File: src/lspcPkg.sv
// LSPC shared definitions
package lspcPkg;

	// ====================
	// Fixed widths

	// CPU data word and VRAM word
	localparam int WORD_BITS = 16;
	// Auto-animation tile counter
	localparam int AA_BITS = 3;
	// Raster line as seen in the mode read word
	localparam int RASTER_BITS = 9;

	// ====================
	// Register map

	// Word registers, CPU address bits 2:1
	typedef enum logic [1:0] {
		REG_VRAMADDR = 2'd0,
		REG_VRAMRW   = 2'd1,
		REG_VRAMMOD  = 2'd2,
		REG_LSPCMODE = 2'd3
	} regSelT;

	// One CPU bus request, sampled on CLK
	typedef struct packed {
		regSelT                sel;
		logic                  wr;
		logic                  rd;
		logic [WORD_BITS-1:0]  wrData;
	} cpuBusT;

	// ====================
	// VRAM command channel

	// Set isWrite writes at the pointer, clear loads the pointer
	typedef struct packed {
		logic                  isWrite;
		logic [WORD_BITS-1:0]  data;
	} vramCmdT;

	// Mode register write word, raw or split into fields
	typedef union packed {
		logic [WORD_BITS-1:0] raw;
		struct packed {
			logic [7:0] aaSpeed;
			logic [7:0] reserved;
		} fields;
	} lspcModeT;

endpackage

File: src/vramPort.sv
// VRAM access unit
module vramPort #(
	parameter int VRAM_ADDR_BITS = 8,
	parameter int SLOT_PERIOD = 4,
	parameter int QUEUE_DEPTH = 4
) (
	input  logic                            CLK,
	input  logic                            nRESETP,
	input  logic                            cmdValid,
	input  lspcPkg::vramCmdT                cmd,
	input  logic [lspcPkg::WORD_BITS-1:0]   vramMod,
	output logic                            creditReturn,
	output logic [lspcPkg::WORD_BITS-1:0]   readLatch
);

	localparam int Q_PTR_BITS = (QUEUE_DEPTH > 1) ? $clog2(QUEUE_DEPTH) : 1;
	localparam int Q_CNT_BITS = $clog2(QUEUE_DEPTH + 1);
	localparam int SLOT_BITS = (SLOT_PERIOD > 1) ? $clog2(SLOT_PERIOD) : 1;
	localparam int VRAM_WORDS = 1 << VRAM_ADDR_BITS;

	// Command FIFO
	lspcPkg::vramCmdT                queue [QUEUE_DEPTH];
	logic [Q_PTR_BITS-1:0]           qWrPtr;
	logic [Q_PTR_BITS-1:0]           qRdPtr;
	logic [Q_PTR_BITS-1:0]           qWrNext;
	logic [Q_PTR_BITS-1:0]           qRdNext;
	logic [Q_CNT_BITS-1:0]           qCount;
	logic                            qEmpty;
	lspcPkg::vramCmdT                head;

	// Slot sequencer
	logic [SLOT_BITS-1:0]            slotCnt;
	logic                            slotOpen;
	logic                            pop;
	logic                            doWrite;

	// Array and pointer
	logic [lspcPkg::WORD_BITS-1:0]   vram [VRAM_WORDS];
	logic [VRAM_ADDR_BITS-1:0]       pointer;
	logic [VRAM_ADDR_BITS-1:0]       ptrStepped;
	logic                            ptrValid;

	// ====================
	// Queue bookkeeping

	assign qWrNext = (qWrPtr == Q_PTR_BITS'(QUEUE_DEPTH - 1)) ? '0 : qWrPtr + 1'b1;
	assign qRdNext = (qRdPtr == Q_PTR_BITS'(QUEUE_DEPTH - 1)) ? '0 : qRdPtr + 1'b1;
	assign qEmpty = qCount == '0;
	assign head = queue[qRdPtr];

	// Credits upstream keep pushes from overflowing
	always_ff @(posedge CLK) begin
		if (cmdValid) begin
			queue[qWrPtr] <= cmd;
		end
	end

	// ====================
	// Slot timing

	// One access slot at the end of every period
	assign slotOpen = slotCnt == SLOT_BITS'(SLOT_PERIOD - 1);
	assign pop = slotOpen && !qEmpty;
	assign doWrite = pop && head.isWrite;

	// Wrapping add, all ones steps back by one
	assign ptrStepped = pointer + vramMod[VRAM_ADDR_BITS-1:0];

	// ====================
	// VRAM array

	always_ff @(posedge CLK) begin
		if (doWrite) begin
			vram[pointer] <= head.data;
		end
	end

	// ====================
	// Control state

	always_ff @(posedge CLK or negedge nRESETP) begin
		if (!nRESETP) begin
			qWrPtr <= '0;
			qRdPtr <= '0;
			qCount <= '0;
			slotCnt <= '0;
			pointer <= '0;
			ptrValid <= 1'b0;
			creditReturn <= 1'b0;
			readLatch <= '0;
		end else begin
			slotCnt <= slotOpen ? '0 : slotCnt + 1'b1;
			if (cmdValid) begin
				qWrPtr <= qWrNext;
			end
			if (pop) begin
				qRdPtr <= qRdNext;
			end
			qCount <= qCount + Q_CNT_BITS'(cmdValid) - Q_CNT_BITS'(pop);
			// One credit back per command taken out
			creditReturn <= pop;
			if (pop) begin
				ptrValid <= 1'b1;
				// Load pointer or step it after the write
				if (head.isWrite) begin
					pointer <= ptrStepped;
				end else begin
					pointer <= head.data[VRAM_ADDR_BITS-1:0];
				end
			end
			// Idle slot refreshes the latch, once a command has run
			if (slotOpen && qEmpty && ptrValid) begin
				readLatch <= vram[pointer];
			end
		end
	end

endmodule

File: config.mk
export PLATFORM = sky130hd
export DESIGN_NAME = vramPort
export DESIGN_NICKNAME = d
export VERILOG_FILES = /design/src/lspcPkg.sv /design/src/vramPort.sv
export SDC_FILE = /design/constraint.sdc
export NUM_CORES = 2
export LEC_CHECK = 0
export BUFFER_PORTS_ARGS = -buffer_cell sky130_fd_sc_hd__buf_2
export CAP_MARGIN = 10
export CELL_PAD_IN_SITES_DETAIL_PLACEMENT = 2
export CELL_PAD_IN_SITES_GLOBAL_PLACEMENT = 2
export CORE_ASPECT_RATIO = 0.7
export CORE_MARGIN = 5
export CORE_UTILIZATION = 30
export DETAILED_ROUTE_END_ITERATION = 10
export PLACE_DENSITY = 0.52
export SYNTH_ARGS = -nofsm -noshare
export SYNTH_HDL_FRONTEND = slang
export SYNTH_MEMORY_MAX_BITS = 65536
export SYNTH_SLANG_ARGS = --single-unit
File: constraint.sdc
create_clock -name CLK -period 4.1 [get_ports CLK]
set_input_delay 0.615 -clock CLK [delete_from_list [all_inputs] [get_ports CLK]]
set_output_delay 0.615 -clock CLK [all_outputs]
set_load 0.01 [all_outputs]
=== Word-level counts from Yosys, hierarchy flattened ===
Memory sizes are Yosys's and may differ from the RTL's. A register that Yosys moved wholly into a read port is not among the register bits.
Cells that the tools add are included.

* Register bits after elaboration: 19
* Memory bits (writable): 4164
* Output and inout port bits: 17
* Word-level logic and storage cells: 33
* Memories kept: 2

* $add $sub $neg: 6
* Eq/ne operators: 3
* Multiplexer cells: 8
* Reductions and logical operators: 7

{| class="wikitable"
|+ Memories
! name !! words !! bits a word !! read ports !! clocked after memory_dff !! write ports !! line !! source
|-
| vram || 256 || 16 || 1 || 1 || 1 || vramPort.sv:38 || <nowiki>logic [lspcPkg::WORD_BITS-1:0] vram [VRAM_WORDS];</nowiki>
|-
| queue || 4 || 17 || 1 || 0 || 1 || vramPort.sv:22 || <nowiki>lspcPkg::vramCmdT queue [QUEUE_DEPTH];</nowiki>
|}

{| class="wikitable"
|+ Operators with widths
! kind !! count
|-
| $add 8x8->8 || 1
|-
| $mux 8 || 1
|-
| $add 2x1->2 const B || 3
|-
| $eq 2x2->1 const B || 3
|-
| $mux 2 || 3
|-
| $logic_and 1x1->1 || 4
|-
| $mux 1 || 4
|-
| $add 3x1->3 || 1
|-
| $logic_not 3->1 || 1
|-
| $sub 3x1->3 || 1
|-
| $logic_not 1->1 || 2
|}

=== Longest topological paths before layout ===
* Depth after elaboration: 6
* Depth in mapped cells: 13
* Gate-level depth less buffers: 10

=== Least setup slack after synthesis ===
Ideal clock, no wire load.

* Path type: register to register
* From: register qRdPtr[0]
* To: memory vram[0][10] (netlist name) (data pin)
* Arrival: 3.107 ns
* Required time: 3.549 ns
* Slack: 0.442 ns
* Stages on the path, launching flop included: 4
* Buffers on the path: 2
* Period minus slack after synthesis: 3.658 ns
* Cells stage by stage: dfrtp_1 > buf_2 > buf_1 > mux4_2

{| class="wikitable"
|+ RTL lines
! item !! line !! source
|-
| start: declaration || vramPort.sv:24 || <nowiki>logic [Q_PTR_BITS-1:0] qRdPtr;</nowiki>
|-
| start signal: assignment || vramPort.sv:97 || <nowiki>qRdPtr <= qRdNext;</nowiki>
|-
| end: declaration || vramPort.sv:38 ||
|}

==> flow_metrics.py <==
metrics = {
    "outcome": {
        "status": "completed",
    },
    "clocking": {
        "clockRootBuffer": "clkbuf_16",
        "cts_tree": "yes",
        "post_cts_buffers": 0,
        "cts_made_buffers": 416,
        "insertion_delay_ns": 1.03,
        "cts_buffer_depth": 4,
        "clkSinkCount": 4199,
        "htree_num_levels": 5,
        "clk_pin_slew_ns": 0.06,
    },
    "sta": {
        "min_period_ns": 4.08,
        "finalCritPeriodShare": 0.996,
        "fin_skew_ns": 0.0447,
        "max_freq_mhz": 245,
        "relSlewSlack": 0.103,
        "finalSetupViolCount": 0,
        "rsz0062_at_grt": "false",
        "worst_hold_slack_ns": 0.241,
        "setup_ws_ns": 0.0174,
        "tightest_slew_ns": 1.34,
        "fin_setup_tns_ns": 0,
        "hold_violations": 0,
        "slew_violations": 0,
    },
    "setup_path": {
        "cp.required_ns": 4.99,
        "worstPathArrival_ns": 4.98,
        "crit_fanout": 17,
        "start_kind": "flip-flop",
        "crit_path_end_kind": "flip-flop",
        "crit_type": "reg2reg",
    },
    "finish": {
        "final_common_cell": "edfxtp_1",
        "area_growth_pct": 18.8,
        "fin_area_um2": 192000,
        "final_cell_mix": "edfxtp_1 (4164), mux4_2 (1034), buf_4 (729)",
        "drive_gt1_frac": 0.331,
        "final_core_util": 0.357,
        "final_cells": 15700,
        "seq_area_um2": 126000,
        "final_nets": 8250,
        "fillers": 51300,
        "multiInputGateArea_um2": 33900,
    },
    "logic_synthesis": {
        "synth_cell_types": 78,
        "synth_nets": 7267,
        "ys.flop_type": "edfxtp_1",
        "ys_ff_latch": 4199,
        "postSynth.asyncResetShare": 0.00834,
        "synth_cells": 7214,
        "synth_area_per_cell_um2": 22.4,
        "synth_edf_count": 4164,
        "synthesis.area_um2": 161000,
        "ys_seq_area_frac": 0.780,
        "synth-warning-count": 0,
    },
    "place": {
        "gp_congestion": 0.828,
        "preCtsSetupSlack_ns": -0.305,
        "dp.final_hpwl_um": 367000,
        "place_area_um2": 178000,
        "dp.cells": 14900,
        "io_buffer_count": 44,
    },
    "global_routing": {
        "grt_start_max_net_pins": 156,
        "grt_pass1_vias": 86800,
        "grt_usage": 0.200,
        "grt_pass1_wl_um": 768000,
        "antenna_found_initial": 79,
        "overflow": 0,
    },
    "floorplan": {
        "rows": 225,
        "initial_core_util": 0.301,
        "die_h_um": 624,
        "die_width_um": 887,
        "die_area_um2": 553000,
        "core_um2": 536000,
        "ioPinCount": 53,
    },
    "detailed_routing": {
        "drt_first_pass_iters": 5,
        "wl_per_cell_um": 36.0,
        "totalWireLength_um": 565000,
        "viasPerCell": 5.32,
        "drc": 0,
        "drt_iter0_drc": 11000,
        "drtAntennaViolNets": 0,
        "vias": 83500,
    },
    "power_and_ir_drop": {
        "power.ir.vdd_worst_mv": 0.593,
        "power.density_nw_per_um2": 752,
        "leakage_nw": 59.6,
        "power.total_mw": 144,
    },
    "hold_path": {
        "hold_path_class": "in2async",
    },
    "flow_run": {
        "max_cap_violations": 0,
    },
}
-- state kept, by name, summed over array words and instances (netlist names) --
signal	count
vram	4096
queue	68
readLatch	16
pointer	8
qCount	3
qRdPtr	2
qWrPtr	2
slotCnt	2
creditReturn	1
ptrValid	1
-- synthesized netlist by cell type, types with 6 or more instances --
cell,instances,area share
a32oi_1,14,0.00076
o22ai_1,32,0.0012
nor3_1,49,0.0015
nand2b_1,12,0.00047
o21ai_0,38,0.0012
buf_1,31,0.00072
a2111oi_0,22,0.0012
nand4_1,39,0.0015
inv_1,15,0.00035
mux4_2,1050,0.15
or3_1,13,0.00050
and2_1,23,0.00089
a22oi_1,167,0.0078
a22o_1,17,0.00092
edfxtp_1,4164,0.77
buf_6,50,0.0035
buf_4,73,0.0034
a32o_1,7,0.00043
a31oi_1,16,0.00062
mux2i_1,158,0.0098
a41oi_1,8,0.00043
nor2_1,357,0.0083
a221oi_1,22,0.0012
ha_1,15,0.0012
clkbuf_1,160,0.0037
nand3_1,60,0.0019
buf_2,92,0.0029
o21ai_1,6,0.00019
nand2_1,194,0.0045
a211oi_1,39,0.0018
dfrtp_1,35,0.0054
o211ai_1,11,0.00051
nor2b_1,29,0.0011
and3_1,15,0.00058
a311oi_1,10,0.00054
a21oi_1,59,0.0018
o32ai_1,10,0.00054
nor4_1,13,0.00050
-- where the power goes --
| group | switching (mW) | internal [mW] |
|---|---|---|
| Sequential | 0.635 | 55.6 |
| Combinational | 33.4 | 16.1 |
| Clock | 17.0 | 21.5 |
-- worst max-delay path, cell delays in order, from the launching register on --
cell     delay [ns]
dfrtp_4        0.64
buf_4          0.31
inv_2          0.14
buf_12         0.27
nand2_1        0.69
o22ai_1        0.63
nor2_1         0.19
o21ai_0        0.23
buf_4          0.19
and4_1         0.31
buf_12         0.16
o32ai_1        0.08
-- cell type report --
| cell class | instances | share of cell area |
|---|---|---|
| sequential | 4199 | 0.657 |
| clock buffer | 518 | 0.0576 |
| tap | 7150 | 0.0467 |
| inverter | 20 | 0.000450 |
| clock inverter | 248 | 0.0120 |
| timing repair buffer | 972 | 0.0493 |
| antenna | 16 | 0.000209 |
| multi-input combinational | 2588 | 0.177 |
-- worst paths after layout --
kind                                   startpoint                         to  slack [ns]  cells after the start
min                                       nRESETP      qWrPtr[0]$_DFFE_PN0P_        0.24                      2
min reg2reg                  slotCnt[0]$_DFF_PN0_       slotCnt[0]$_DFF_PN0_        0.43                      1
min in group CLK                       vramMod[5]     pointer[5]$_DFFE_PN0P_        0.24                      5
max in group asynchronous                 nRESETP  readLatch[11]$_DFFE_PN0P_        2.86                      3
max                        pointer[2]$_DFFE_PN0P_   readLatch[9]$_DFFE_PN0P_        0.02                     11
max reg2reg                pointer[2]$_DFFE_PN0P_   readLatch[9]$_DFFE_PN0P_        0.02                     11
-- per-layer routing --
layer	vias to the layer above	wire length (um)	track usage
li1	32700	-	-
met1	46900	258000	0.304
met2	3291	244000	0.291
met3	573	51800	0.0490
met4	6	11500	0.0387
met5	-	34	0
-- what timing repair did --
item	CTS	global route
cloned	0	0
resized for setup	6	4
endpoints found under the hold margin	91	0
hold buffers	19	0
setup endpoints to repair	4	3
-- cells by family (layout without fill, tap and decap cells) --
group	after synthesis	count (layout)	synth area share
adder cells (fa/ha/maj)	17	17	0.00141
AND/OR/NAND/NOR	840	840	0.0237
multiplexers	1209	1209	0.156
XOR/XNOR	5	5	0.000271
buffers and inverters	427	1758	0.0147
other	0	16	0
flip-flops	4199	4199	0.780
AO/OA/AOI/OAI	517	517	0.0233
(Power assumes the default switching activity.)
