===== src/lspcPkg.sv =====
// LSPC shared definitions
package lspcPkg;

	// ====================
	// Fixed widths

	// CPU data word and VRAM word
	localparam int WORD_BITS = 16;
	// Auto-animation tile counter
	localparam int AA_BITS = 3;
	// Raster line as seen in the mode read word
	localparam int RASTER_BITS = 9;

	// ====================
	// Register map

	// Word registers, CPU address bits 2:1
	typedef enum logic [1:0] {
		REG_VRAMADDR = 2'd0,
		REG_VRAMRW   = 2'd1,
		REG_VRAMMOD  = 2'd2,
		REG_LSPCMODE = 2'd3
	} regSelT;

	// One CPU bus request, sampled on CLK
	typedef struct packed {
		regSelT                sel;
		logic                  wr;
		logic                  rd;
		logic [WORD_BITS-1:0]  wrData;
	} cpuBusT;

	// ====================
	// VRAM command channel

	// Set isWrite writes at the pointer, clear loads the pointer
	typedef struct packed {
		logic                  isWrite;
		logic [WORD_BITS-1:0]  data;
	} vramCmdT;

	// Mode register write word, raw or split into fields
	typedef union packed {
		logic [WORD_BITS-1:0] raw;
		struct packed {
			logic [7:0] aaSpeed;
			logic [7:0] reserved;
		} fields;
	} lspcModeT;

endpackage


===== src/lspcRegs.sv =====
// CPU register block
module lspcRegs #(
	parameter int QUEUE_DEPTH = 4
) (
	input  logic                                CLK,
	input  logic                                nRESETP,
	input  lspcPkg::cpuBusT                     cpuBus,
	input  logic                                creditReturn,
	input  logic [lspcPkg::WORD_BITS-1:0]       readLatch,
	input  logic [lspcPkg::RASTER_BITS-1:0]     rasterLine,
	input  logic [lspcPkg::AA_BITS-1:0]         aaCount,
	output logic                                cpuWait,
	output logic [lspcPkg::WORD_BITS-1:0]       rdData,
	output logic                                cmdValid,
	output lspcPkg::vramCmdT                    cmd,
	output logic [lspcPkg::WORD_BITS-1:0]       vramMod,
	output logic [7:0]                          aaSpeed
);

	// Credit count runs 0..QUEUE_DEPTH
	localparam int CREDIT_BITS = $clog2(QUEUE_DEPTH + 1);
	// Zero gap between raster and tile fields in the mode read word
	localparam int PAD_BITS = lspcPkg::WORD_BITS - lspcPkg::RASTER_BITS - lspcPkg::AA_BITS;

	logic [CREDIT_BITS-1:0]              credits;
	logic                                vramWrReq;
	logic                                haveCredit;
	logic                                modWr;
	logic                                modeWr;
	lspcPkg::lspcModeT                   modeReg;
	logic [lspcPkg::WORD_BITS-1:0]       modeRdWord;
	logic [lspcPkg::WORD_BITS-1:0]       rdMux;

	// ====================
	// Write decode

	// Address and data writes both go through the VRAM queue
	assign vramWrReq = cpuBus.wr &&
		(cpuBus.sel == lspcPkg::REG_VRAMADDR || cpuBus.sel == lspcPkg::REG_VRAMRW);
	assign haveCredit = credits != '0;

	// Stall the CPU only on a VRAM write with no slot left in the queue
	assign cpuWait = vramWrReq && !haveCredit;

	// Local registers never stall
	assign modWr = cpuBus.wr && cpuBus.sel == lspcPkg::REG_VRAMMOD;
	assign modeWr = cpuBus.wr && cpuBus.sel == lspcPkg::REG_LSPCMODE;

	// Command goes out in the cycle the write is accepted
	assign cmdValid = vramWrReq && haveCredit;
	assign cmd.isWrite = cpuBus.sel == lspcPkg::REG_VRAMRW;
	assign cmd.data = cpuBus.wrData;

	// ====================
	// Credit counter

	// One spent per command, one back per queue pop
	always_ff @(posedge CLK or negedge nRESETP) begin
		if (!nRESETP) begin
			credits <= CREDIT_BITS'(QUEUE_DEPTH);
		end else begin
			credits <= credits - CREDIT_BITS'(cmdValid) + CREDIT_BITS'(creditReturn);
		end
	end

	// ====================
	// Modulo and mode registers

	always_ff @(posedge CLK or negedge nRESETP) begin
		if (!nRESETP) begin
			vramMod <= '0;
			modeReg.raw <= '0;
		end else begin
			if (modWr) begin
				vramMod <= cpuBus.wrData;
			end
			// Whole word kept, speed taken from the field view
			if (modeWr) begin
				modeReg.raw <= cpuBus.wrData;
			end
		end
	end

	assign aaSpeed = modeReg.fields.aaSpeed;

	// ====================
	// Read path

	// Raster line on top, tile count at the bottom
	assign modeRdWord = {rasterLine, {PAD_BITS{1'b0}}, aaCount};

	always_comb begin
		case (cpuBus.sel)
			lspcPkg::REG_VRAMMOD:  rdMux = vramMod;
			lspcPkg::REG_LSPCMODE: rdMux = modeRdWord;
			// Both VRAM registers read back the latch
			default:               rdMux = readLatch;
		endcase
	end

	// Data valid the cycle after rd, held until the next read
	always_ff @(posedge CLK or negedge nRESETP) begin
		if (!nRESETP) begin
			rdData <= '0;
		end else if (cpuBus.rd) begin
			rdData <= rdMux;
		end
	end

endmodule


===== config.mk =====
export PLATFORM = sky130hd
export DESIGN_NAME = lspcRegs
export DESIGN_NICKNAME = d
export VERILOG_FILES = /design/src/lspcPkg.sv /design/src/lspcRegs.sv
export SDC_FILE = /design/constraint.sdc
export NUM_CORES = 1
export LEC_CHECK = 0
export ABC_AREA = 1
export BUFFER_PORTS_ARGS = -buffer_cell sky130_fd_sc_hd__buf_2
export CAP_MARGIN = 0
export CELL_PAD_IN_SITES_DETAIL_PLACEMENT = 2
export CELL_PAD_IN_SITES_GLOBAL_PLACEMENT = 2
export CORE_ASPECT_RATIO = 1.4
export CORE_UTILIZATION = 24
export DETAILED_ROUTE_END_ITERATION = 8
export PLACE_DENSITY_LB_ADDON = 0.1
export SKIP_LAST_GASP = 1
export SYNTH_ARGS = -nofsm -noshare
export SYNTH_HDL_FRONTEND = slang
export SYNTH_SLANG_ARGS = --single-unit

===== constraint.sdc =====
create_clock -name CLK -period 2.4 [get_ports CLK]
set_clock_uncertainty 0.05 [all_clocks]
set_input_delay 0.24 -clock CLK [delete_from_list [all_inputs] [get_ports CLK]]
set_output_delay 0.24 -clock CLK [all_outputs]
set_load 0.01 [all_outputs]

### After elaboration in Yosys (flattened, before gate mapping)

Index checks and enable logic that the tools add are counted.

| word-level totals | value |
|---|---|
| bits in read-only memories | 0 |
| output and inout port bits | 59 |
| logic and storage cells | 19 |
| bits in writable memories | 0 |
| latch bits | 0 |
| bits in registers | 51 |
| memories | 0 |

| operators by class | value |
|---|---|
| shifts and indexed selects | 0 |
| $lt $le $gt $ge | 0 |
| divide/modulo/power cells | 0 |
| $add $sub $neg | 2 |
| muxes and demuxes | 1 |
| multipliers | 0 |
| eq/ne operators | 3 |
| reduce and logical (&&, ||, !) cells | 9 |
| bitwise logic cells | 0 |

Operators by type and width:

| kind | count |
|---|---|
| 16-bit one-hot mux with 2 select lines | 1 |
| 1-bit logical AND | 5 |
| 2-bit == test (second input constant) | 2 |
| 3-bit by 1-bit adder with 3-bit output | 1 |
| 3-bit nonzero test | 1 |
| 3-bit by 1-bit subtractor with 3-bit output | 1 |
| 2-bit by 1-bit == test with 1-bit output (second input constant) | 1 |
| 2-bit logical NOT | 1 |
| 1-bit logical NOT | 1 |
| 1-bit logical OR | 1 |

### Depth between registers and ports, before layout

| logic depth | value |
|---|---|
| depth after elaboration | 6 |
| gate-level depth with buffers | 11 |
| depth with buffers taken out | 10 |

### Least setup slack after synthesis

OpenSTA, ideal clock, no wires.

| path | value |
|---|---|
| path type | register to register |
| from | register credits[2] |
| to | register credits[2] |
| stages on the path, launching flop included | 10 |
| setup time | 76 ps |
| path buffers | 0 |
| data arrival time | 1874 ps |
| path slack | 400 ps |
| period minus slack after synthesis | 2000 ps |
| data required time | 2274 ps |
| path through | dfstp_2 -> nor2_1 -> a21oi_1 -> ha_1 -> inv_1 -> ha_1 -> fa_1 -> xor2_1 -> nand2_1 -> nand2_1 |

| on the way | value |
|---|---|
| word-level cells in the longest chain between the ends | 4 |

Ends and longest elaborated chain:

| what | line | RTL |
|---|---|---|
| start: declaration | lspcRegs.sv:25 | `logic [CREDIT_BITS-1:0] credits;` |
| start signal: assignment | lspcRegs.sv:60 | `credits <= CREDIT_BITS'(QUEUE_DEPTH);` |
| start signal: assignment | lspcRegs.sv:62 | `credits <= credits - CREDIT_BITS'(cmdValid) + CREDIT_BITS'(creditReturn);` |
| 3-bit nonzero test | lspcRegs.sv:40 | `assign haveCredit = credits != '0;` |
| 1-bit logical AND | lspcRegs.sv:50 | `assign cmdValid = vramWrReq && haveCredit;` |
| net cmdValid | lspcRegs.sv:14 | `output logic cmdValid,` |
| 3-bit by 1-bit subtractor with 3-bit output | lspcRegs.sv:62 |  |
| 3-bit by 1-bit adder with 3-bit output | lspcRegs.sv:62 |  |

The timed path passes the listed nets, and every way through them passes these cells.
A chain may end at the register's enable or synchronous reset.

### Worst setup path in the final report

| path | value |
|---|---|
| from | register credits[2] |
| to | register credits[2] |

| on the way | value |
|---|---|
| word-level cells in the longest chain between the ends | 4 |

Ends and longest elaborated chain:

| what | line |
|---|---|
| 3-bit nonzero test | lspcRegs.sv:40 |
| 1-bit logical AND | lspcRegs.sv:50 |
| 3-bit by 1-bit subtractor with 3-bit output * | lspcRegs.sv:62 |
| 3-bit by 1-bit adder with 3-bit output * | lspcRegs.sv:62 |

Mark *: on every way between the ends. The rest lies on a longest branch, timed or not.

==> results.md <==
- Area delta synth->final: 32.59%
- Hold path start: creditReturn
- Maximum VDD drop: 0.3739 mV
- Total gr overflow: 0
- Drt initial violations: 30
- Ratio of cells with drive above 1 in the final layout: 33.98%
- Reg2reg start: credits[2]$_DFF_PN1_
- Yosys cell types: 17
- Worst slew pin tran: 0.5471 ns
- Final Max Tran Viols: 0
- Setup total negative slack: 0 ns
- Initial core utilization: 24.75%
- Post-synth EDFFs: 0
- Clk pwr share: 34.0%
- Largest net degree at the start of global routing: 33
- Vias/cell: 4.413
- Fillers: 1064
- Detailed Routing Iterations Pass 1: 4
- DP HPWL: 5092 um
- CTS tree: built
- WL final: 6538 um
- Top_reg_cell synth: dfrtp_1
- Cell Chain, Critical Path: nor2_1, a21oi_1, ha_1, inv_1, ha_1, fa_1, xnor2_1, nand2_1, nand2_1
- Seq cells post-synth: 43
- DRC: 0
- WL/cell: 14.00 um
- Reg clk slew, reported paths: 0.06 ns
- Leak Pwr: 1.572 nW
- Worst Reg2Reg Path Length in Cells: 9
- Startpoint types: register
- Die ar.: 9265 um2
- Combinational Power Share: 23.7%
- Crit path buffers/inverters: 1
- Worst EP required: 2.57 ns
- Fin crit share: 85.67%
- GPL Wtd Cong: 0.7648
- Synth Warn #: 0
- Global-route wire length before repair: 10490 um
- CP endpoint kind: register
- Worst-Skew Late Latency: 0.28 ns
- Cell Int Power: 0.001568 W
- Total track usage: 14.75%
- CTS Sinks: 43
- Via Count: 2061
- Count leader, synth: nand2_1
- Area fraction of the dominant cell type after synthesis: 49.32%
- Sequential area share after synthesis: 50.56%
- Endpoints failing hold: 0
- Slowest cell on the critical path: dfstp_2
- Fmax: 486.4 MHz
- Sequential power share: 42.3%
- Antenna Violating Nets Remaining: 0
- Pwr dens: 797.0 nW/um2
- Antenna Diode Count: 0
- Total power: 0.002252 W
- Core Area: 8608 um2
- I/O Buffers: 109
- Die X: 81.64 um
- WHS Endpoint: credits[0]$_DFF_PN0_
- Largest fanout on the critical path: 4
- Cell taking the most area after synthesis: dfrtp_1
- # setup viols final: 0
- Switch Pwr: 0.0006838 W
- Cells after synthesis: 270
- FF-to-FF setup slack: 0.34 ns
- Max-cap viol count: 0
- CP Class: reg -> reg
- Min-Delay Path Class: in -> reg
- H-tree depth: 2
- WP data arrival: 2.23 ns
- Synth Area per Inst: 7.892 um2
- Slew margin rel.: 63.42%
- Clock Tree Root: clkbuf_16
- Top Family by Delay on Critical Path: adder cells
- IO Count: 110
- Vias in the first global route: 2154
- Clock buffer depth: 2
- Min Tclk post-route: 2.056 ns
- Die height: 113.5 um
- Net Sw Frac: 30.37%
- Commonest cells in the netlist: nand2_1, dfrtp_1, nor2_1, nand3_1, o21ai_0
- Status: completed
- Peak per-stage delay on the critical path: 0.58 ns
- Cell Rows: 40
- RSZ-0062 raised after global routing: false
- Synth area leaders: dfrtp_1, nand2_1, nor2_1
- Antenna violations before repair: 0
- Cell area after synthesis: 2131 um2
- Layout Nets: 416
- Syn_nets: 324
- Ys async rst share: 100.0%
- Worst hold path depth: 2
- Reg-to-reg endpoint: credits[2]$_DFF_PN1_
- Num CTS Buffers: 5
-- registers in the layout, indices dropped and copies added, names as in the netlist --
name     count
rdData      16
vramMod     16
modeReg      8
credits      3
-- logic make-up (layout without fill, tap and decap cells) --
kind of cell	count (synthesis)	count (layout)	synth area share (%)
AOI/OAI and AO/OA	33	33	7.751
xor gates and xnor gates	2	2	0.8222
adders and majority gates	3	3	2.114
buffers and inverters	52	144	12.74
DFF	43	43	50.56
and+or+nand+nor	137	137	26.01
-- through the flow --
| stage | worst slack, ns | instances | area [um2] | hold WS [ns] | util, % |
|---|---|---|---|---|---|
| after floorplan | 0.4003 | 270 | 2131 | -0.1056 | - |
| after global routing | 0.2213 | 467 | 2825 | 0.1558 | 32.82 |
| after detailed placement | 0.3772 | 459 | 2653 | 0.1723 | 30.81 |
| final | 0.3439 | 467 | 2825 | 0.1559 | 32.82 |
| after global placement | 0.5111 | 459 | 2653 | 0.1744 | 30.81 |
| after CTS | 0.3629 | 467 | 2825 | 0.1585 | 32.82 |
-- worst register-to-register path: stages, from the launching register on --
cell and delay (ns):
dfstp_2 0.58, nor2_1 0.05, a21oi_1 0.19, ha_1 0.17, inv_1 0.04, ha_1 0.18
fa_1 0.42, xnor2_1 0.19, nand2_1 0.07, nand2_1 0.06
-- worst max path at each step --
| stage | end | slack (ns) | from | depth (start not counted) |
|---|---|---|---|---|
| floorplan | credits[2]$_DFF_PN1_ | 0.40 | credits[2]$_DFF_PN1_ | 9 |
| global placement | credits[2]$_DFF_PN1_ | 0.51 | credits[2]$_DFF_PN1_ | 9 |
| detailed placement | credits[2]$_DFF_PN1_ | 0.38 | credits[2]$_DFF_PN1_ | 9 |
| CTS | credits[2]$_DFF_PN1_ | 0.36 | credits[2]$_DFF_PN1_ | 9 |
| global route | credits[2]$_DFF_PN1_ | 0.22 | credits[2]$_DFF_PN1_ | 9 |
| finish | credits[2]$_DFF_PN1_ | 0.34 | credits[2]$_DFF_PN1_ | 9 |
-- metal layers --
| metal | track usage [%] | part of all wire [%] |
|---|---|---|
| met1 | 18.05 | 43 |
| met4 | 4.444 | 1.1 |
| met2 | 25.50 | 50 |
| met5 | 0 | 0 |
| met3 | 3.120 | 5.7 |
-- power groups by stage --
stage	Combinational [W]	Sequential [W]	Clock, W
after CTS	0.000552	0.000956	0.000787
after global routing	0.000613	0.000968	0.000818
after global placement	0.000516	0.000959	0
after floorplan	0.000272	0.000990	0
final	0.000534	0.000952	0.000766
after detailed placement	0.000552	0.000966	0
-- layout make-up --
type / count / area [um2] / area share, %
Timing Repair Buffer: 114 / 585.6 / 20.73
Clock inverter: 2 / 37.54 / 1.329
Clock buffer: 5 / 125.1 / 4.429
Multi-Input combinational cell: 175 / 782.0 / 27.68
Inverter: 23 / 86.33 / 3.056
Sequential cell: 43 / 1077 / 38.13
Tap cell: 105 / 131.4 / 4.650
-- timing repair --
item | in CTS | in global routing
hold buffers | 1 | 0
hold endpoints to repair | 17 | 0
gates resized for setup | 0 | 0
buffers inserted | 0 | 0
-- layout by cell type (no fill, tap or decap) --
cell type      synthesis  final
a21oi_1                9      9
buf_2                  7    109
buf_4                 18      4
bufinv_16              0      1
clkbuf_16              0      5
clkinvlp_4             0      1
dfrtp_1               42     42
dfstp_2                1      1
dlygate4sd3_1          0      1
fa_1                   1      1
ha_1                   2      2
inv_1                 21     21
inv_2                  2      2
nand2_1               64     64
nand3_1               30     30
nor2_1                42     42
nor4_1                 1      1
o21ai_0               24     24
xnor2_1                1      1
xor2_1                 1      1
(Power assumes the default switching activity.)
