[config.mk]
export PLATFORM = sky130hd
export DESIGN_NAME = autoAnim
export DESIGN_NICKNAME = d
export VERILOG_FILES = /design/src/lspcPkg.sv /design/src/autoAnim.sv
export SDC_FILE = /design/constraint.sdc
export NUM_CORES = 1
export LEC_CHECK = 0
export BUFFER_PORTS_ARGS = -buffer_cell sky130_fd_sc_hd__buf_4
export CAP_MARGIN = 30
export CORE_ASPECT_RATIO = 1.4
export CORE_UTILIZATION = 35
export CTS_BUF_LIST = sky130_fd_sc_hd__clkbuf_8
export DETAILED_ROUTE_END_ITERATION = 12
export GPL_ROUTABILITY_DRIVEN = 0
export PLACE_DENSITY = 0.51
export SKIP_LAST_GASP = 1
export SLEW_MARGIN = 20
export SYNTH_ARGS = -nofsm -noshare
export SYNTH_HDL_FRONTEND = slang
export SYNTH_SLANG_ARGS = --single-unit
[constraint.sdc]
create_clock -name CLK -period 4.2 [get_ports CLK]
set_input_delay 0.84 -clock CLK [delete_from_list [all_inputs] [get_ports CLK]]
set_output_delay 0.84 -clock CLK [all_outputs]
set_load 0.05 [all_outputs]
[src/lspcPkg.sv]
// LSPC shared definitions
package lspcPkg;

	// ====================
	// Fixed widths

	// CPU data word and VRAM word
	localparam int WORD_BITS = 16;
	// Auto-animation tile counter
	localparam int AA_BITS = 3;
	// Raster line as seen in the mode read word
	localparam int RASTER_BITS = 9;

	// ====================
	// Register map

	// Word registers, CPU address bits 2:1
	typedef enum logic [1:0] {
		REG_VRAMADDR = 2'd0,
		REG_VRAMRW   = 2'd1,
		REG_VRAMMOD  = 2'd2,
		REG_LSPCMODE = 2'd3
	} regSelT;

	// One CPU bus request, sampled on CLK
	typedef struct packed {
		regSelT                sel;
		logic                  wr;
		logic                  rd;
		logic [WORD_BITS-1:0]  wrData;
	} cpuBusT;

	// ====================
	// VRAM command channel

	// Set isWrite writes at the pointer, clear loads the pointer
	typedef struct packed {
		logic                  isWrite;
		logic [WORD_BITS-1:0]  data;
	} vramCmdT;

	// Mode register write word, raw or split into fields
	typedef union packed {
		logic [WORD_BITS-1:0] raw;
		struct packed {
			logic [7:0] aaSpeed;
			logic [7:0] reserved;
		} fields;
	} lspcModeT;

endpackage

[src/autoAnim.sv]
// Auto-animation counter
module autoAnim (
	input  logic                           CLK,
	input  logic                           nRESETP,
	input  logic                           frameStart,
	input  logic [7:0]                     aaSpeed,
	output logic [lspcPkg::AA_BITS-1:0]    aaCount
);

	// Frames left before the next tile step
	logic [7:0] frameDiv;
	// Speed value the divider last saw
	logic [7:0] speedSeen;
	logic       speedChanged;

	assign speedChanged = aaSpeed != speedSeen;

	// ====================
	// Frame divider and tile counter

	always_ff @(posedge CLK or negedge nRESETP) begin
		if (!nRESETP) begin
			frameDiv <= '0;
			speedSeen <= '0;
			aaCount <= '0;
		end else if (frameStart) begin
			speedSeen <= aaSpeed;
			if (speedChanged) begin
				// New speed restarts the period
				frameDiv <= aaSpeed;
			end else if (frameDiv == '0) begin
				// Period is aaSpeed+1 frames
				frameDiv <= aaSpeed;
				aaCount <= aaCount + 1'b1;
			end else begin
				frameDiv <= frameDiv - 1'b1;
			end
		end
	end

endmodule

---- After elaboration in Yosys (flattened, before gate mapping) ----
Index checks and enable logic that the tools add are counted.
storage, ports and cells
  flip-flop bits (word level) ............. 19
  bits in latches ......................... 0
  bits in writable memories ............... 0
  ROM bits ................................ 0
  input port bits ......................... 11
  output and inout port bits .............. 3
  word-level logic and storage cells ...... 11
  memories kept ........................... 0
cells by class
  add/sub/neg operators ................... 2
  multipliers ............................. 0
  divide/modulo/power cells ............... 0
  magnitude comparators ................... 0
  equal/unequal tests ..................... 1
  shift-type cells ........................ 0
  multiplexer cells ....................... 2
  bitwise logic cells ..................... 1
  reduce and logical (&&, ||, !) cells .... 2
operator list
  cell                 count
  $mux 8               2
  $logic_not 8->1      1
  $ne 8x8->1           1
  $sub 8x1->8 const B  1
  $add 3x1->3 const B  1
  $reduce_and 3->1     1
  $not 1->1            1

---- Depth between registers and ports, before layout ----
Gate-level depths: netlist of run 1.
  depth after elaboration ................. 3
  mapped depth ............................ 7

---- Worst setup path before layout of run 1 ----
OpenSTA, ideal clock, no wires.
  kind .................................... input port to flip-flop
  start point ............................. input port aaSpeed[6]
  end point ............................... register frameDiv[6]
  library setup time ...................... 0.131 ns
  arrival ................................. 1.905 ns
  required time ........................... 4.069 ns
  path slack .............................. 2.163 ns
  cell stages on the path ................. 6
  path buffers ............................ 1
  cell sequence ........................... xnor2_1 > nand4_2 > nor3_4 > buf_6 > mux2i_1 > a2bb2oi_2
on the way
  word-level cells in the longest chain between the ends .. 2
RTL lines
  what                                         RTL line                        source
  from (decl)                                  autoAnim.sv:6                   input logic [7:0] aaSpeed,
  $ne 8x8->1 / $mux 8 (equally long branches)  autoAnim.sv:16, autoAnim.sv:31
  $mux 8 (*)                                   autoAnim.sv:28                  if (speedChanged) begin
  to (signal assigned)                         autoAnim.sv:30                  frameDiv <= aaSpeed;
  to (signal assigned)                         autoAnim.sv:33                  frameDiv <= aaSpeed;
  to (signal assigned)                         autoAnim.sv:36                  frameDiv <= frameDiv - 1'b1;
  to (decl)                                    autoAnim.sv:11                  logic [7:0] frameDiv;
Mark *: on every way between the ends. The rest lies on a longest branch, timed or not.
A chain may end at the register's enable or synchronous reset.

---- Final worst setup path of run 1 ----
  start point ............................. input port aaSpeed[6]
  end point ............................... register frameDiv[4]
on the way
  word-level cells in the longest chain between the ends .. 2
RTL lines
  what        RTL line        source
  $ne 8x8->1  autoAnim.sv:16  assign speedChanged = aaSpeed != speedSeen;
  $mux 8      autoAnim.sv:28
No other way between the ends.

==> metrics.md, run 1 <==
| Metric | Value |
|---|---|
| Tightest hold margin | approximately 0.45 ns |
| Die outline area | ~3300 µm² |
| Seq/Total Area, Yosys | a little over two fifths |
| Routed wire length | 2.19 mm |
| Post-DRT Antenna Nets | 0 |
| Share of cells above drive strength 1 | between 20% and 30% |
| Post-Syn Instances | between 100 and 150 |
| # port buffers | 13 |
| Fin crit period | between 2 and 2.5 ns |
| Final hold violations | 0 |
| Max Clock Freq | 469 MHz |
| Worst EP required | ~4.3 ns |
| Post-CTS Setup Repair Bufs | 0 |
| Avg Cell Area, Syn | around 10 µm² |
| Worst reg2reg startpoint | speedSeen[5] |
| Final period util | 50.8% |
| Via count | approximately 830 |
| RSZ-0062 raised after global routing | false |
| First-pass iteration count of the detailed router | 4 |
| Dpl ws | 1.79 ns |
| DRC Markers | 0 |
| Worst VDD drop | about 0.00016 V |
| Cell Rows | 23 |
| Startpoint types | input port |
| CTS resizes | 0 |
| Layout Cells excl Fill | 158 |
| Mapped Area | ~1100 µm² |
| Normalized max-slew margin | about 62% |
| Total GRT Usage | roughly 14% |
| Initial antenna violation count | 0 |
| Final core utilization | about 43% |
| Die Y | 68.0 µm |
| R2R depth | 5 |
| Cts bufs inserted | 3 |
| Final Setup Violations | 0 |
| CORE AREA | 2910 µm² |
| Synthesized flop and latch total | 19 |
| Worst Hold Class | in -> async |
| Top Ports | 14 |
| Syn Nets | about 120 |
| Placed Cells incl. Taps | 154 |
| Final WS setup | around 2.1 ns |
| R2r setup slk | ~2.4 ns |
| CTS Root Cell | clkbuf_8 |
| Starting density of the core | between 30% and 40% |
| Vias in the first global route | roughly 800 |
| Worst Path Max Fanout | 12 |
| First-pass GRT wire length | 3.51 mm |
| Crit path capture type | flip-flop |
| Largest net degree at the start of global routing | 27 |
| Final HPWL DP | approximately 1.6 mm |
| H-tree depth | 1 |
| Antenna Cells | 0 |
| Clk_skew | approximately 0.0027 ns |
| Unique cell type count in the Yosys netlist | 30 |
| Growth of design area from synthesis to finish | 15.3% |
| Clock tree buffer depth | 2 |
| Max_cap viols | 0 |
| WP data arrival | between 2 and 2.5 ns |
| WL per Instance | around 14 µm |
| NumNets Final | between 100 and 150 |
| Via density | approximately 5.2 |
| Warnings, synthesis | 0 |
| Hold Buf Count CTS | 0 |
| Pwr/cell area | 325 nW/µm² |
| Outcome | completed |
| Final Slew Violations | 0 |
| Clk_lat worst skew | 0.26 ns |
| Total gr overflow | 0 |
| CTS Sinks | 19 |
| CTS clk-pin slew, worst paths | ~0.07 ns |
| Die W | 49.2 µm |
| R2R Path End | frameDiv[4] |
| Final setup TNS | 0 ns |
| TritonCTS clock tree | yes |
| Setup CP Type | in -> reg |
| 1st-iter DRT viols | 10 |
| Leak pwr | between 0.5 and 0.6 nW |
| Worst-Margin Slew | 0.565 ns |
stage by stage:
step / total power, W / instance area, µm²
2_1_floorplan: 0.000260 / 1090
3_3_place_gp: 0.000282 / 1210
3_5_place_dp: 0.000284 / 1210
4_1_cts: 0.000414 / 1260
5_1_grt: 0.000431 / 1260
6_report: 0.000408 / 1260
registers in the layout, summed over array words and instances, names as in the netlist:
register   flops
speedSeen      8
frameDiv       8
aaCount        3
logic make-up after synthesis:
logic type / Yosys count / share of synthesized area, %
xor+xnor: 10 / 8.73
flops: 19 / 43.6
simple gates: 33 / 18.7
mux: 9 / 8.73
fa+ha+maj: 3 / 3.44
buf+inv: 15 / 5.86
compound gates: 19 / 10.9
synth_stat cells:
cell / instances / area [µm²]
dfrtp_1: 19 / 475
inv_1: 11 / 41.3
o21ai_0: 9 / 45.0
xnor2_1: 9 / 78.8
nand2_1: 7 / 26.3
nand3_1: 6 / 30.0
nor2_1: 6 / 22.5
mux2i_1: 5 / 50.1
a21oi_1: 3 / 15.0
clkbuf_1: 3 / 11.3
ha_1: 3 / 37.5
mux2_2: 3 / 33.8
nor3_1: 3 / 15.0
o211ai_1: 3 / 22.5
a21o_1: 2 / 15.0
nand4_1: 2 / 12.5
a2bb2oi_2: 1 / 15.0
and3_1: 1 / 6.26
buf_6: 1 / 11.3
mux2_1: 1 / 11.3
nand4_2: 1 / 12.5
nand4_4: 1 / 21.3
nand4b_1: 1 / 8.76
nor3_4: 1 / 16.3
nor4_1: 1 / 6.26
nor4_2: 1 / 12.5
o22ai_1: 1 / 6.26
or2_2: 1 / 6.26
or4_1: 1 / 7.51
xnor2_2: 1 / 16.3
layer usage:
metal	global-route usage (%)	share of wire (%)	vias up
li1	-	-	402
met2	27.2	54	11
met4	10.3	1.9	0
met3	2.00	1.9	4
met1	14.6	42	409
met5	0	0	-
where the power goes:
| part | internal [W] | switching [W] | total, W |
|---|---|---|---|
| clock | 0.0000651 | 0.0000636 | 0.000129 |
| combinational | 0.0000316 | 0.0000372 | 0.0000688 |
| sequential | 0.000197 | 0.0000133 | 0.000211 |
worst max path at each step:
stage	startpoint	end	slack [ns]	cells past startpoint
2_1_floorplan	aaSpeed[6]	frameDiv[6]	2.16	6
3_3_place_gp	aaSpeed[1]	frameDiv[6]	1.80	6
3_5_place_dp	aaSpeed[5]	frameDiv[6]	1.79	6
4_1_cts	aaSpeed[5]	frameDiv[6]	2.06	6
5_1_grt	aaSpeed[5]	frameDiv[6]	1.99	6
6_report	aaSpeed[6]	frameDiv[4]	2.07	6
cells in the final DEF, fill, tap and decap left out, drive strengths merged, types with 2 or more instances in the layout:
master and instances:
dfrtp 19, buf 13, inv 12, xnor2 10, o21ai 9, nand2 7, nor2 6, nand3 6
mux2i 5, nor3 4, mux2 4, nand4 4, a21oi 3, o211ai 3, ha 3, clkbuf 3
a21o 2, nor4 2
worst max-delay path, cell delays in order:
cell and delay [ns]:
buf_4 0.13, xnor2_1 0.18, nand4_2 0.20, nor3_4 0.55
mux2i_1 0.26, o22ai_1 0.10
area by class of cell:
cell class	count	area (µm²)
clock buffers	3	41.3
well taps	37	46.3
multi-input cells	74	551
repair buffers	13	97.6
clock inverters	1	3.75
flip-flops and latches	19	475
inverters	11	41.3
fillers	290	1650
Power figures use the tool's default switching activity.
==> run 2, diff against run 1 <==
clock period = 2.1 ns   (was 4.2 ns; I/O delays follow)
==> run 2 against run 1 <==
Effect of this change:
- global-route usage rose by 1.2 points
- cell area rose by 0.60%
- critical endpoint is now frameDiv[6]
- utilization rose by 0.26 points
- sequential share of layout area fell by 0.22 points
==> metrics.md, run 2 (synthesis results as in run 1) <==
| Metric | Value |
|---|---|
| Largest registers | frameDiv (8), speedSeen (8), aaCount (3) |
| Via count | just over 800 |
| Routed wire length | about 2.2 mm |
| Most frequent cells in the layout | 19 x dfrtp_1, 14 x buf_4, 12 x inv_1 |
| Growth of design area from synthesis to finish | 16.0% |
| First-pass GRT wire length | 3.92 mm |
| Top Ports | 14 |
| Worst VDD drop | 0.000249 V |
| 1st-iter DRT viols | 5 |
| Clk_skew | around 0.0028 ns |
| WL per Instance | 13.8 µm |
| Vias in the first global route | ~840 |
| Final Setup Violations | 0 |
| Setup CP Type | reg -> reg |
| Hold Buf Count CTS | 0 |
| Via density | between 5 and 6 |
| CTS Root Cell | clkbuf_8 |
| Share of cells above drive strength 1 | 22.1% |
| Die Y | around 70 µm |
| Clk_lat worst skew | between 0.2 and 0.3 ns |
| Pwr/cell area | roughly 640 nW/µm² |
| Worst-Margin Slew | approximately 0.28 ns |
| Internal power | ~0.00059 W |
| Max Clock Freq | around 570 MHz |
| Reg power frac | a little over half |
| CP Capture Point | frameDiv[6] |
| Worst Path Max Fanout | 10 |
| Final Slew Violations | 0 |
| Leak pwr | roughly 0.56 nW |
| Net Sw Power | ~0.00022 W |
| Crit path max-delay family | simple AND/OR/NAND/NOR gates |
| # port buffers | 13 |
| Worst EP required | between 2 and 2.5 ns |
| Initial antenna violation count | 0 |
| CTS Sinks | 19 |
| Sw Share | a little over a quarter |
| Fin crit period | 1.76 ns |
| First-pass iteration count of the detailed router | 4 |
| Power share of the combinational group | between 10% and 20% |
| TritonCTS clock tree | yes |
| R2R Path End | frameDiv[6] |
| Crit-path cells | nor4_2 > and3_1 > nor3_4 > buf_4 > a21oi_1 > a2bb2oi_2 |
| Total GRT Usage | about 16% |
| Outcome | completed |
| Cts bufs inserted | 3 |
| Storage element area | 475 µm² |
| Area of the multi-input gates | approximately 550 µm² |
| WP data arrival | 1.95 ns |
| Total gr overflow | 0 |
| Final HPWL DP | 1.61 mm |
| Worst path depth | 6 |
| Worst reg2reg startpoint | frameDiv[4] |
| Most common cell after layout, fill and taps aside | dfrtp_1 |
| Post-DRT Antenna Nets | 0 |
| Antenna Cells | 0 |
| Clock tree buffer depth | 2 |
| Starting density of the core | roughly 37% |
| Largest net degree at the start of global routing | 27 |
| Post-CTS Setup Repair Bufs | 0 |
| NumNets Final | roughly 140 |
| Clock power share | ~30% |
| Worst Hold Class | in -> async |
| Critical Path Start | frameDiv[4] |
| Die outline area | 3340 µm² |
| Finished layout cell area | around 1300 µm² |
| Post-placement cell area | about 1200 µm² |
| RSZ-0062 raised after global routing | false |
| Final setup TNS | 0 ns |
| CTS resizes | 0 |
| FILL cells | around 280 |
| Cell Rows | 23 |
| Die W | 49.2 µm |
| CORE AREA | around 2900 µm² |
| Max stage delay on crit path | between 0.4 and 0.5 ns |
| Final period util | 84.0% |
| Final hold violations | 0 |
| DRC Markers | 0 |
| Startpoint types | flip-flop |
| R2R depth | 6 |
| Worst path slowest cell | dfrtp_1 |
| Bufs and invs on worst path | 1 |
| Normalized max-slew margin | between 80% and 90% |
| R2r setup slk | ~0.34 ns |
| CTS clk-pin slew, worst paths | ~0.070 ns |
| H-tree depth | 1 |
| Crit path capture type | flip-flop |
| Max_cap viols | 0 |
## run 2: cell count changes in the layout (fill, tap and decap cells not counted), sizes merged
cell	delta
buf	+1
## run 2: layout make-up
class | count | share of cell area [%]
flip-flops and latches | 19 | 37.6
repair buffers | 14 | 8.32
inverters | 11 | 3.27
clock buffers | 3 | 3.27
multi-input cells | 74 | 43.6
clock inverters | 1 | 0.297
well taps | 37 | 3.66
## run 2: routing by layer
layer  wire length [µm]  track usage, %
met5                  0               0
met3                 36            1.33
met2               1130            27.6
met1                988            18.4
met4                 38            9.56
## run 2: stage by stage
| step | hold slack [ns] | total power, W | worst slack (ns) | util, % | std cells |
|---|---|---|---|---|---|
| 6_report | 0.0254 | 0.000811 | 0.337 | 43.5 | 159 |
| 5_1_grt | 0.0387 | 0.000855 | 0.182 | 43.5 | 159 |
| 4_1_cts | 0.0354 | 0.000822 | 0.337 | 43.5 | 159 |
| 3_5_place_dp | 0.312 | 0.000568 | 0.221 | 41.9 | 155 |
| 3_3_place_gp | 0.314 | 0.000566 | 0.221 | 41.9 | 155 |
| 2_1_floorplan | 0.124 | 0.000520 | 0.483 | - | 108 |
## run 2: power groups by stage
| stage | combinational, W | clock (W) | sequential, W |
|---|---|---|---|
| 2_1_floorplan | 0.0000971 | 0 | 0.000423 |
| 3_3_place_gp | 0.000139 | 0 | 0.000427 |
| 3_5_place_dp | 0.000139 | 0 | 0.000429 |
| 4_1_cts | 0.000140 | 0.000260 | 0.000422 |
| 5_1_grt | 0.000155 | 0.000273 | 0.000427 |
| 6_report | 0.000138 | 0.000250 | 0.000422 |
## run 2: how the worst min path moves through the flow
stage,to,slack (ns)
after floorplan,aaCount[0],0.12
after global placement,aaCount[0],0.31
after detailed placement,aaCount[1],0.31
after CTS,frameDiv[5],0.04
after global routing,aaCount[1],0.04
final,speedSeen[5],0.03
## run 2: worst register-to-register path, cell delays in order (launching register included)
cell and delay (ns):
dfrtp_1 0.46, nor4_2 0.34, and3_1 0.32, nor3_4 0.07
buf_4 0.18, a21oi_1 0.19, a2bb2oi_2 0.14
